`config.mk`:
```
export PLATFORM = sky130hd
export DESIGN_NAME = id_stage
export DESIGN_NICKNAME = d
export VERILOG_FILES = /design/src/hdl/id_pkg.sv /design/src/hdl/id_decoder.sv /design/src/hdl/id_multicycle_ctrl.sv /design/src/hdl/id_operand_mux.sv /design/src/hdl/id_register_file.sv /design/src/hdl/id_stage.sv
export SDC_FILE = /design/constraint.sdc
export NUM_CORES = 2
export LEC_CHECK = 0
export ABC_CLOCK_PERIOD_IN_PS = 6600
export BUFFER_PORTS_ARGS = -buffer_cell sky130_fd_sc_hd__clkbuf_2
export CAP_MARGIN = 5
export CORE_MARGIN = 4
export CORE_UTILIZATION = 50
export DETAILED_ROUTE_END_ITERATION = 8
export GPL_TIMING_DRIVEN = 0
export PLACE_DENSITY = 0.67
export SLEW_MARGIN = 40
export SYNTH_ARGS = -nofsm -noshare
export SYNTH_HDL_FRONTEND = slang
export SYNTH_SLANG_ARGS = --single-unit
```
`constraint.sdc`:
```
create_clock -name clk_i -period 6.6 [get_ports clk_i]
set_input_delay 0.33 -clock clk_i [delete_from_list [all_inputs] [get_ports clk_i]]
set_output_delay 0.33 -clock clk_i [all_outputs]
set_load 0.05 [all_outputs]
```
`src/hdl/id_pkg.sv`:
```
`default_nettype none

package id_pkg;

  //////////////////////////////////////////////////
  // Widths and opcodes
  //////////////////////////////////////////////////

  localparam int unsigned XLEN       = 32;
  localparam int unsigned REG_ADDR_W = 5;
  localparam int unsigned NUM_REGS   = 32;

  localparam logic [6:0] OPC_OP     = 7'h33;
  localparam logic [6:0] OPC_OP_IMM = 7'h13;
  localparam logic [6:0] OPC_LUI    = 7'h37;
  localparam logic [6:0] OPC_AUIPC  = 7'h17;
  localparam logic [6:0] OPC_LOAD   = 7'h03;
  localparam logic [6:0] OPC_STORE  = 7'h23;

  // Access size as seen by the LSU
  localparam logic [1:0] DATA_WORD = 2'b00;
  localparam logic [1:0] DATA_HALF = 2'b01;
  localparam logic [1:0] DATA_BYTE = 2'b10;

  //////////////////////////////////////////////////
  // Selector enums
  //////////////////////////////////////////////////

  typedef enum logic [3:0] {
    ALU_ADD, ALU_SUB, ALU_XOR, ALU_OR, ALU_AND,
    ALU_SLL, ALU_SRL, ALU_SRA, ALU_SLT, ALU_SLTU
  } alu_op_e;

  typedef enum logic [1:0] {OP_A_REG_A, OP_A_CURRPC, OP_A_ZERO} op_a_sel_e;
  typedef enum logic {OP_B_REG_B, OP_B_IMM} op_b_sel_e;
  typedef enum logic [1:0] {IMM_I, IMM_S, IMM_U} imm_sel_e;
  typedef enum logic {RF_WD_EX, RF_WD_LSU} rf_wd_sel_e;

  //////////////////////////////////////////////////
  // Structs
  //////////////////////////////////////////////////

  typedef struct packed {
    logic                  illegal;
    alu_op_e               alu_op;
    op_a_sel_e             op_a_sel;
    op_b_sel_e             op_b_sel;
    imm_sel_e              imm_sel;
    logic                  rf_we;
    rf_wd_sel_e            rf_wd_sel;
    logic [REG_ADDR_W-1:0] raddr_a;
    logic [REG_ADDR_W-1:0] raddr_b;
    logic [REG_ADDR_W-1:0] waddr;
    logic                  data_req;
    logic                  data_we;
    logic [1:0]            data_type;
    logic                  data_sign_ext;
  } decode_t;

  typedef struct packed {
    logic [XLEN-1:0] i;
    logic [XLEN-1:0] s;
    logic [XLEN-1:0] u;
  } imm_set_t;

  typedef struct packed {
    alu_op_e         alu_op;
    logic [XLEN-1:0] operand_a;
    logic [XLEN-1:0] operand_b;
  } ex_req_t;

  typedef struct packed {
    logic            req;
    logic            we;
    logic [1:0]      data_type;
    logic            sign_ext;
    logic [XLEN-1:0] wdata;
  } lsu_req_t;

endpackage

`default_nettype wire

```
`src/hdl/id_decoder.sv`:
```
`timescale 1ns/1ps
`default_nettype none

module id_decoder (
  input  logic [id_pkg::XLEN-1:0] instr_rdata_i,
  output id_pkg::decode_t         dec_o,
  output id_pkg::imm_set_t        imm_o
);

  import id_pkg::*;

  logic [6:0] opcode;
  logic [2:0] funct3;
  logic [6:0] funct7;

  assign opcode = instr_rdata_i[6:0];
  assign funct3 = instr_rdata_i[14:12];
  assign funct7 = instr_rdata_i[31:25];

  // Sign-extended immediates
  assign imm_o.i = {{20{instr_rdata_i[31]}}, instr_rdata_i[31:20]};
  assign imm_o.s = {{20{instr_rdata_i[31]}}, instr_rdata_i[31:25], instr_rdata_i[11:7]};
  assign imm_o.u = {instr_rdata_i[31:12], 12'b0};

  always_comb begin
    dec_o               = '0;
    dec_o.alu_op        = ALU_ADD;
    dec_o.op_a_sel      = OP_A_REG_A;
    dec_o.op_b_sel      = OP_B_IMM;
    dec_o.imm_sel       = IMM_I;
    dec_o.rf_wd_sel     = RF_WD_EX;
    dec_o.raddr_a       = instr_rdata_i[19:15];
    dec_o.raddr_b       = instr_rdata_i[24:20];
    dec_o.waddr         = instr_rdata_i[11:7];
    dec_o.data_type     = DATA_WORD;

    unique case (opcode)
      OPC_OP: begin
        dec_o.rf_we    = 1'b1;
        dec_o.op_b_sel = OP_B_REG_B;
        if (funct7 == 7'b0000000) begin
          unique case (funct3)
            3'b000:  dec_o.alu_op = ALU_ADD;
            3'b001:  dec_o.alu_op = ALU_SLL;
            3'b010:  dec_o.alu_op = ALU_SLT;
            3'b011:  dec_o.alu_op = ALU_SLTU;
            3'b100:  dec_o.alu_op = ALU_XOR;
            3'b101:  dec_o.alu_op = ALU_SRL;
            3'b110:  dec_o.alu_op = ALU_OR;
            default: dec_o.alu_op = ALU_AND;
          endcase
        end else if (funct7 == 7'b0100000 && funct3 == 3'b000) begin
          dec_o.alu_op = ALU_SUB;
        end else if (funct7 == 7'b0100000 && funct3 == 3'b101) begin
          dec_o.alu_op = ALU_SRA;
        end else begin
          dec_o.illegal = 1'b1;
        end
      end

      OPC_OP_IMM: begin
        dec_o.rf_we = 1'b1;
        unique case (funct3)
          3'b000:  dec_o.alu_op = ALU_ADD;
          3'b010:  dec_o.alu_op = ALU_SLT;
          3'b011:  dec_o.alu_op = ALU_SLTU;
          3'b100:  dec_o.alu_op = ALU_XOR;
          3'b110:  dec_o.alu_op = ALU_OR;
          3'b111:  dec_o.alu_op = ALU_AND;
          3'b001: begin
            dec_o.alu_op  = ALU_SLL;
            dec_o.illegal = (funct7 != 7'b0000000);
          end
          default: begin
            // Shift right, funct7 picks logical or arithmetic
            dec_o.alu_op  = (funct7 == 7'b0100000) ? ALU_SRA : ALU_SRL;
            dec_o.illegal = (funct7 != 7'b0000000) && (funct7 != 7'b0100000);
          end
        endcase
      end

      OPC_LUI, OPC_AUIPC: begin
        dec_o.rf_we    = 1'b1;
        dec_o.imm_sel  = IMM_U;
        dec_o.op_a_sel = (opcode == OPC_LUI) ? OP_A_ZERO : OP_A_CURRPC;
      end

      OPC_LOAD: begin
        dec_o.rf_we         = 1'b1;
        dec_o.rf_wd_sel     = RF_WD_LSU;
        dec_o.data_req      = 1'b1;
        dec_o.data_sign_ext = ~funct3[2];
        unique case (funct3)
          3'b000, 3'b100: dec_o.data_type = DATA_BYTE;
          3'b001, 3'b101: dec_o.data_type = DATA_HALF;
          3'b010:         dec_o.data_type = DATA_WORD;
          default:        dec_o.illegal   = 1'b1;
        endcase
      end

      OPC_STORE: begin
        dec_o.imm_sel  = IMM_S;
        dec_o.data_req = 1'b1;
        dec_o.data_we  = 1'b1;
        unique case (funct3)
          3'b000:  dec_o.data_type = DATA_BYTE;
          3'b001:  dec_o.data_type = DATA_HALF;
          3'b010:  dec_o.data_type = DATA_WORD;
          default: dec_o.illegal   = 1'b1;
        endcase
      end

      default: dec_o.illegal = 1'b1;
    endcase

    // An illegal instruction must leave no trace
    if (dec_o.illegal) begin
      dec_o.rf_we    = 1'b0;
      dec_o.data_req = 1'b0;
    end
  end

endmodule

`default_nettype wire

```
`src/hdl/id_multicycle_ctrl.sv`:
```
`timescale 1ns/1ps
`default_nettype none

module id_multicycle_ctrl (
  input  logic                clk_i,
  input  logic                rst_ni,
  input  logic                instr_new_i,
  input  id_pkg::decode_t     dec_i,
  input  logic                lsu_valid_i,
  output logic                rf_we_o,
  output id_pkg::rf_wd_sel_e  rf_wd_sel_o,
  output logic                data_req_o,
  output logic                id_in_ready_o
);

  typedef enum logic {IDLE, WAIT_MULTICYCLE} state_e;

  state_e state_q, state_d;
  logic   instr_multicycle_done_q, instr_multicycle_done_d;
  logic   instr_executing;
  logic   rf_we_fsm;

  //////////////////////////////////////////////////
  // State registers
  //////////////////////////////////////////////////

  // Done starts set so nothing is written before the first instruction
  always_ff @(posedge clk_i or negedge rst_ni) begin
    if (!rst_ni) begin
      state_q                 <= IDLE;
      instr_multicycle_done_q <= 1'b1;
    end else begin
      state_q                 <= state_d;
      instr_multicycle_done_q <= instr_multicycle_done_d;
    end
  end

  //////////////////////////////////////////////////
  // Next state
  //////////////////////////////////////////////////

  always_comb begin
    state_d                 = state_q;
    instr_multicycle_done_d = instr_multicycle_done_q;
    rf_we_fsm               = dec_i.rf_we;
    id_in_ready_o           = 1'b1;

    unique case (state_q)
      IDLE: begin
        if (instr_new_i) begin
          if (dec_i.data_req) begin
            // Memory access, write back comes with the LSU strobe
            state_d                 = WAIT_MULTICYCLE;
            instr_multicycle_done_d = 1'b0;
            rf_we_fsm               = 1'b0;
            id_in_ready_o           = 1'b0;
          end else begin
            instr_multicycle_done_d = 1'b1;
          end
        end
      end

      WAIT_MULTICYCLE: begin
        if (lsu_valid_i) begin
          state_d                 = IDLE;
          instr_multicycle_done_d = 1'b1;
        end else begin
          rf_we_fsm     = 1'b0;
          id_in_ready_o = 1'b0;
        end
      end

      default: state_d = IDLE;
    endcase
  end

  // Only a new or unfinished instruction may act
  assign instr_executing = instr_new_i | ~instr_multicycle_done_q;

  assign rf_we_o     = instr_executing & rf_we_fsm;
  assign data_req_o  = instr_executing & dec_i.data_req;
  assign rf_wd_sel_o = dec_i.rf_wd_sel;

endmodule

`default_nettype wire

```
`src/hdl/id_operand_mux.sv`:
```
`timescale 1ns/1ps
`default_nettype none

module id_operand_mux (
  input  id_pkg::decode_t          dec_i,
  input  id_pkg::imm_set_t         imm_i,
  input  logic [id_pkg::XLEN-1:0]  rdata_a_i,
  input  logic [id_pkg::XLEN-1:0]  rdata_b_i,
  input  logic [id_pkg::XLEN-1:0]  pc_i,
  output id_pkg::ex_req_t          ex_o
);

  import id_pkg::*;

  logic [XLEN-1:0] imm_val;

  // Immediate select
  always_comb begin
    unique case (dec_i.imm_sel)
      IMM_S:   imm_val = imm_i.s;
      IMM_U:   imm_val = imm_i.u;
      default: imm_val = imm_i.i;
    endcase
  end

  // Operand A, pc for AUIPC and zero for LUI
  always_comb begin
    unique case (dec_i.op_a_sel)
      OP_A_CURRPC: ex_o.operand_a = pc_i;
      OP_A_ZERO:   ex_o.operand_a = '0;
      default:     ex_o.operand_a = rdata_a_i;
    endcase
  end

  // Loads and stores route their offset here, the ALU adds the base
  assign ex_o.operand_b = (dec_i.op_b_sel == OP_B_IMM) ? imm_val : rdata_b_i;
  assign ex_o.alu_op    = dec_i.alu_op;

endmodule

`default_nettype wire

```
`src/hdl/id_register_file.sv`:
```
`timescale 1ns/1ps
`default_nettype none

module id_register_file (
  input  logic                           clk_i,
  input  logic                           rst_ni,
  input  logic [id_pkg::REG_ADDR_W-1:0]  raddr_a_i,
  input  logic [id_pkg::REG_ADDR_W-1:0]  raddr_b_i,
  input  logic [id_pkg::REG_ADDR_W-1:0]  waddr_i,
  input  logic [id_pkg::XLEN-1:0]        wdata_i,
  input  logic                           we_i,
  output logic [id_pkg::XLEN-1:0]        rdata_a_o,
  output logic [id_pkg::XLEN-1:0]        rdata_b_o
);

  import id_pkg::*;

  // x0 has no storage
  logic [XLEN-1:0] rf_q [NUM_REGS-1:1];

  always_ff @(posedge clk_i or negedge rst_ni) begin
    if (!rst_ni) begin
      for (int unsigned i = 1; i < NUM_REGS; i++) begin
        rf_q[i] <= '0;
      end
    end else if (we_i && (waddr_i != '0)) begin
      rf_q[waddr_i] <= wdata_i;
    end
  end

  assign rdata_a_o = (raddr_a_i == '0) ? '0 : rf_q[raddr_a_i];
  assign rdata_b_o = (raddr_b_i == '0) ? '0 : rf_q[raddr_b_i];

endmodule

`default_nettype wire

```
`src/hdl/id_stage.sv`:
```
`timescale 1ns/1ps
`default_nettype none

module id_stage (
  input  logic                     clk_i,
  input  logic                     rst_ni,
  input  logic                     instr_new_i,
  input  logic [id_pkg::XLEN-1:0]  instr_rdata_i,
  input  logic [id_pkg::XLEN-1:0]  pc_id_i,
  input  logic                     lsu_valid_i,
  input  logic [id_pkg::XLEN-1:0]  regfile_wdata_ex_i,
  input  logic [id_pkg::XLEN-1:0]  regfile_wdata_lsu_i,
  output logic                     id_in_ready_o,
  output logic                     illegal_insn_o,
  output id_pkg::ex_req_t          ex_o,
  output id_pkg::lsu_req_t         lsu_o
);

  import id_pkg::*;

  decode_t         dec;
  imm_set_t        imm_set;
  logic [XLEN-1:0] rdata_a;
  logic [XLEN-1:0] rdata_b;
  logic [XLEN-1:0] rf_wdata;
  logic            rf_we;
  rf_wd_sel_e      rf_wd_sel;
  logic            data_req;

  id_decoder decoder_i (
    .instr_rdata_i (instr_rdata_i),
    .dec_o         (dec),
    .imm_o         (imm_set)
  );

  //////////////////////////////////////////////////
  // Register file and write back
  //////////////////////////////////////////////////

  assign rf_wdata = (rf_wd_sel == RF_WD_LSU) ? regfile_wdata_lsu_i : regfile_wdata_ex_i;

  id_register_file register_file_i (
    .clk_i     (clk_i),
    .rst_ni    (rst_ni),
    .raddr_a_i (dec.raddr_a),
    .raddr_b_i (dec.raddr_b),
    .waddr_i   (dec.waddr),
    .wdata_i   (rf_wdata),
    .we_i      (rf_we),
    .rdata_a_o (rdata_a),
    .rdata_b_o (rdata_b)
  );

  id_operand_mux operand_mux_i (
    .dec_i     (dec),
    .imm_i     (imm_set),
    .rdata_a_i (rdata_a),
    .rdata_b_i (rdata_b),
    .pc_i      (pc_id_i),
    .ex_o      (ex_o)
  );

  id_multicycle_ctrl multicycle_ctrl_i (
    .clk_i         (clk_i),
    .rst_ni        (rst_ni),
    .instr_new_i   (instr_new_i),
    .dec_i         (dec),
    .lsu_valid_i   (lsu_valid_i),
    .rf_we_o       (rf_we),
    .rf_wd_sel_o   (rf_wd_sel),
    .data_req_o    (data_req),
    .id_in_ready_o (id_in_ready_o)
  );

  //////////////////////////////////////////////////
  // LSU request
  //////////////////////////////////////////////////

  // Store data always comes from read port B
  assign lsu_o.req       = data_req;
  assign lsu_o.we        = dec.data_we;
  assign lsu_o.data_type = dec.data_type;
  assign lsu_o.sign_ext  = dec.data_sign_ext;
  assign lsu_o.wdata     = rdata_b;

  assign illegal_insn_o = dec.illegal;

endmodule

`default_nettype wire

```
==> results by group <==
STA
  • Pins over their slew limit: 0
  • Slew headroom: 29.90%
  • Worst setup margin: 1.211 ns
  • Setup Viol. Count Final: 0
  • RSZ-0062 raised after global routing: false
  • Fmax: 185.6 MHz
  • Tmin final: 5.389 ns
  • Worst-margin pin slew: 1.047 ns
  • Worst hold slack: 0.01446 ns
  • Post-Route Skew: 0.01935 ns
  • Period Utilization, post-route: 81.65%
  • Setup Total Neg Slack: 0 ns
  • Hold Vio Cnt, Final: 0

Place
  • Buffers added on ports: 227
  • Final HPWL DP: 203.4 mm
  • Final Wtd Congestion: 1.082
  • DP Area: 57370 sq um
  • DP Worst Slack: 1.496 ns

Floorplan
  • Total die area: 112700 sq um
  • Core area: 106000 sq um
  • Initial Util: 50.64%
  • Core Rows: 119
  • Chip width: 335.7 um
  • Die Y-Extent: 335.7 um
  • I/O pins: 239

Worst setup path
  • Data arrival time of the critical path: 5.06 ns
  • Crit path cell chain: clkbuf_2, nand4bb_1, nor3_2, nand2_1, inv_1, ha_1, nor2_1, nor2_1, and2_1, clkbuf_1, a21o_1, clkbuf_2
  • Cell family with most CP delay: simple AND/OR/NAND/NOR gates
  • Slowest-stage cell, CP: clkbuf_1
  • Critical-path maximum fanout: 10
  • CP required: 6.27 ns
  • Crit. End Element: primary output
  • CP Launch Type: primary input
  • Setup CP Type: primary input to primary output
  • Max incr delay on CP: 0.75 ns
  • CP bufs+invs: 4

Finish
  • Design Area, Final: 61440 sq um
  • Most frequent cells in the layout: dfrtp_1, nand2_1, o21ai_0
  • Syn-to-layout area delta: 14.45%
  • Share of cells above drive strength 1: 33.44%
  • Commonest non-fill, non-tap cell in the layout: dfrtp_1
  • Nets: 5048

Synthesis
  • Synth warn: 0
  • Ys async rst share: 100.0%
  • Main synth FF type: dfrtp_1
  • Dominant cell type by area after synthesis: dfrtp_1
  • Sequential area share after synthesis: 46.33%
  • EDFF count, synth: 0
  • Syn Inst Count: 4527
  • #FFs+latches synth: 994
  • Synth area leaders: dfrtp_1, mux4_2, mux2_2
  • Cell area after synthesis: 53690 sq um
  • Synthesized area per cell: 11.86 sq um
  • Post-synth top area share: 46.28%
  • Synth cell types: 68
  • Syn Nets: 4661

Routing
  • Post-route ant nets: 0
  • DR WL/cell: 42.09 um
  • Total Routed Length: 269.9 mm
  • DRT iter0 DRCs: 7807
  • Pre-antenna DRT Iters: 7
  • Via count: 46370
  • Vias per inst: 7.233
  • DR DRC count: 0

Global route
  • Total track usage: 47.50%
  • Initial antenna violation count: 22
  • Vias in the first global route: 43650
  • Largest net degree at the start of global routing: 70
  • First-pass GRT wire length: 362.3 mm
  • GRT overflow: 0

Hold path
  • Hold crit path type: primary input to flop

Clock network
  • Clock-pin slew on the worst setup and hold paths: 0.06 ns
  • Root buffer cell: clkbuf_16
  • # H-tree levels: 3
  • Setup bufs post-CTS: 0
  • Clock sinks: 994
  • Max Buffers Root-to-Sink: 3
  • CTS tree: built
  • CTS Buf Count: 110
  • Worst skew pair latency: 0.74 ns

Run
  • Max Cap Violations: 0

Power and ir drop
  • LEAKAGE: 27.29 nW
  • P per Cell Area: 238.7 nW/um^2
  • Final Power: 0.01466 W
  • Worst VDD drop: 0.1954 mV

Run status
  • Outcome: completed
cell usage after synthesis (all sizes together), types with 2 or more instances:
| cell type | number |
|---|---|
| nor2 | 81 |
| nand4 | 25 |
| nor4 | 3 |
| nand2 | 749 |
| or2 | 4 |
| a21o | 2 |
| or3 | 2 |
| nor2b | 16 |
| mux2i | 124 |
| dfrtp | 993 |
| nand2b | 12 |
| a221oi | 38 |
| o22ai | 19 |
| nor3b | 4 |
| clkbuf | 264 |
| or4 | 2 |
| a221o | 21 |
| a31oi | 10 |
| o221ai | 4 |
| inv | 8 |
| a311oi | 4 |
| a21oi | 16 |
| and2 | 6 |
| o21ai | 691 |
| and3 | 6 |
| nand3b | 5 |
| and3b | 2 |
| o311ai | 13 |
| a32o | 2 |
| a22oi | 107 |
| mux2 | 490 |
| buf | 204 |
| a211oi | 11 |
| nand3 | 76 |
| o22a | 6 |
| mux4 | 435 |
| o211ai | 7 |
| a22o | 26 |
| nor3 | 19 |
| o21a | 4 |
| ha | 2 |
sequential cells by signal, summed over array words and instances, names as in the netlist:
name and cells:
register_file_i.rf_q 992, multicycle_ctrl_i.state_q 1, multicycle_ctrl_i.instr_multicycle_done_q 1
metrics by stage:
stage / cells / utilization [%]
global placement: 6145 / 53.36
global route: 6397 / 57.93
floorplan: 4527 / -
detailed placement: 6169 / 54.11
finish: 6411 / 57.96
CTS: 6387 / 57.83
worst reg2reg max path, stage by stage, from the launching register on:
cell and delay [ns]:
dfstp_2 0.37, nor2b_1 0.13, nand3b_1 0.16, a211oi_2 0.52, nand4_1 0.36, nor2_1 0.79
buf_2 0.46, mux2_2 0.39
worst paths after layout:
| kind | from | endpoint | slack (ns) | depth (start not counted) |
|---|---|---|---|---|
| min in group asynchronous | rst_ni | register_file_i.rf_q[670] | 0.13 | 2 |
| hold reg to reg | register_file_i.rf_q[633] | register_file_i.rf_q[633] | 0.50 | 2 |
| max in group asynchronous | rst_ni | register_file_i.rf_q[70] | 4.03 | 8 |
| setup reg to reg | multicycle_ctrl_i.instr_multicycle_done_q | register_file_i.rf_q[555] | 3.28 | 7 |
| setup / recovery | instr_rdata_i[6] | ex_o[11] | 1.21 | 12 |
| hold / removal | regfile_wdata_ex_i[26] | register_file_i.rf_q[922] | 0.01 | 3 |
what timing repair did:
action / CTS / global route
resized for setup: 0 / 0
hold buffers: 14 / 0
hold endpoints to repair: 66 / 0
report_power, final:
| part | leakage, nW | switching [W] | internal [W] | total, W |
|---|---|---|---|---|
| Sequential | 13.8 | 0.0000767 | 0.00619 | 0.00626 |
| Combinational | 11.6 | 0.00130 | 0.000458 | 0.00176 |
| Clock | 1.88 | 0.00281 | 0.00383 | 0.00664 |
layout make-up:
type                       instances  area [sq um]
buffer                           468          2205
clock inverter                    47         613.1
fill                            8987         44570
clock buffer                     157          3189
tap                             1391          1740
timing repair buffer             275          1888
multi-input combinational       3056         26860
antenna                           14         35.03
inverter                           9         33.78
sequential                       994         24880
per-layer routing:
metal / GRT usage, % / part of all wire [%]
met5: 0 / 0.060
met3: 28.38 / 18
met4: 27.66 / 7.4
met1: 59.88 / 35
met2: 62.55 / 39
kinds of logic after synthesis:
family                     count (synthesis)  synth area share, %
and+or+nand+nor                         1016                7.956
DFF                                      994                46.33
xor gates and xnor gates                   1              0.01632
adders and majority gates                  2              0.04660
muxes                                   1049                30.84
buffers and inverters                    477                4.001
AOI/OAI and AO/OA                        988                10.81
Note: power is estimated with default switching activity, not from simulation.
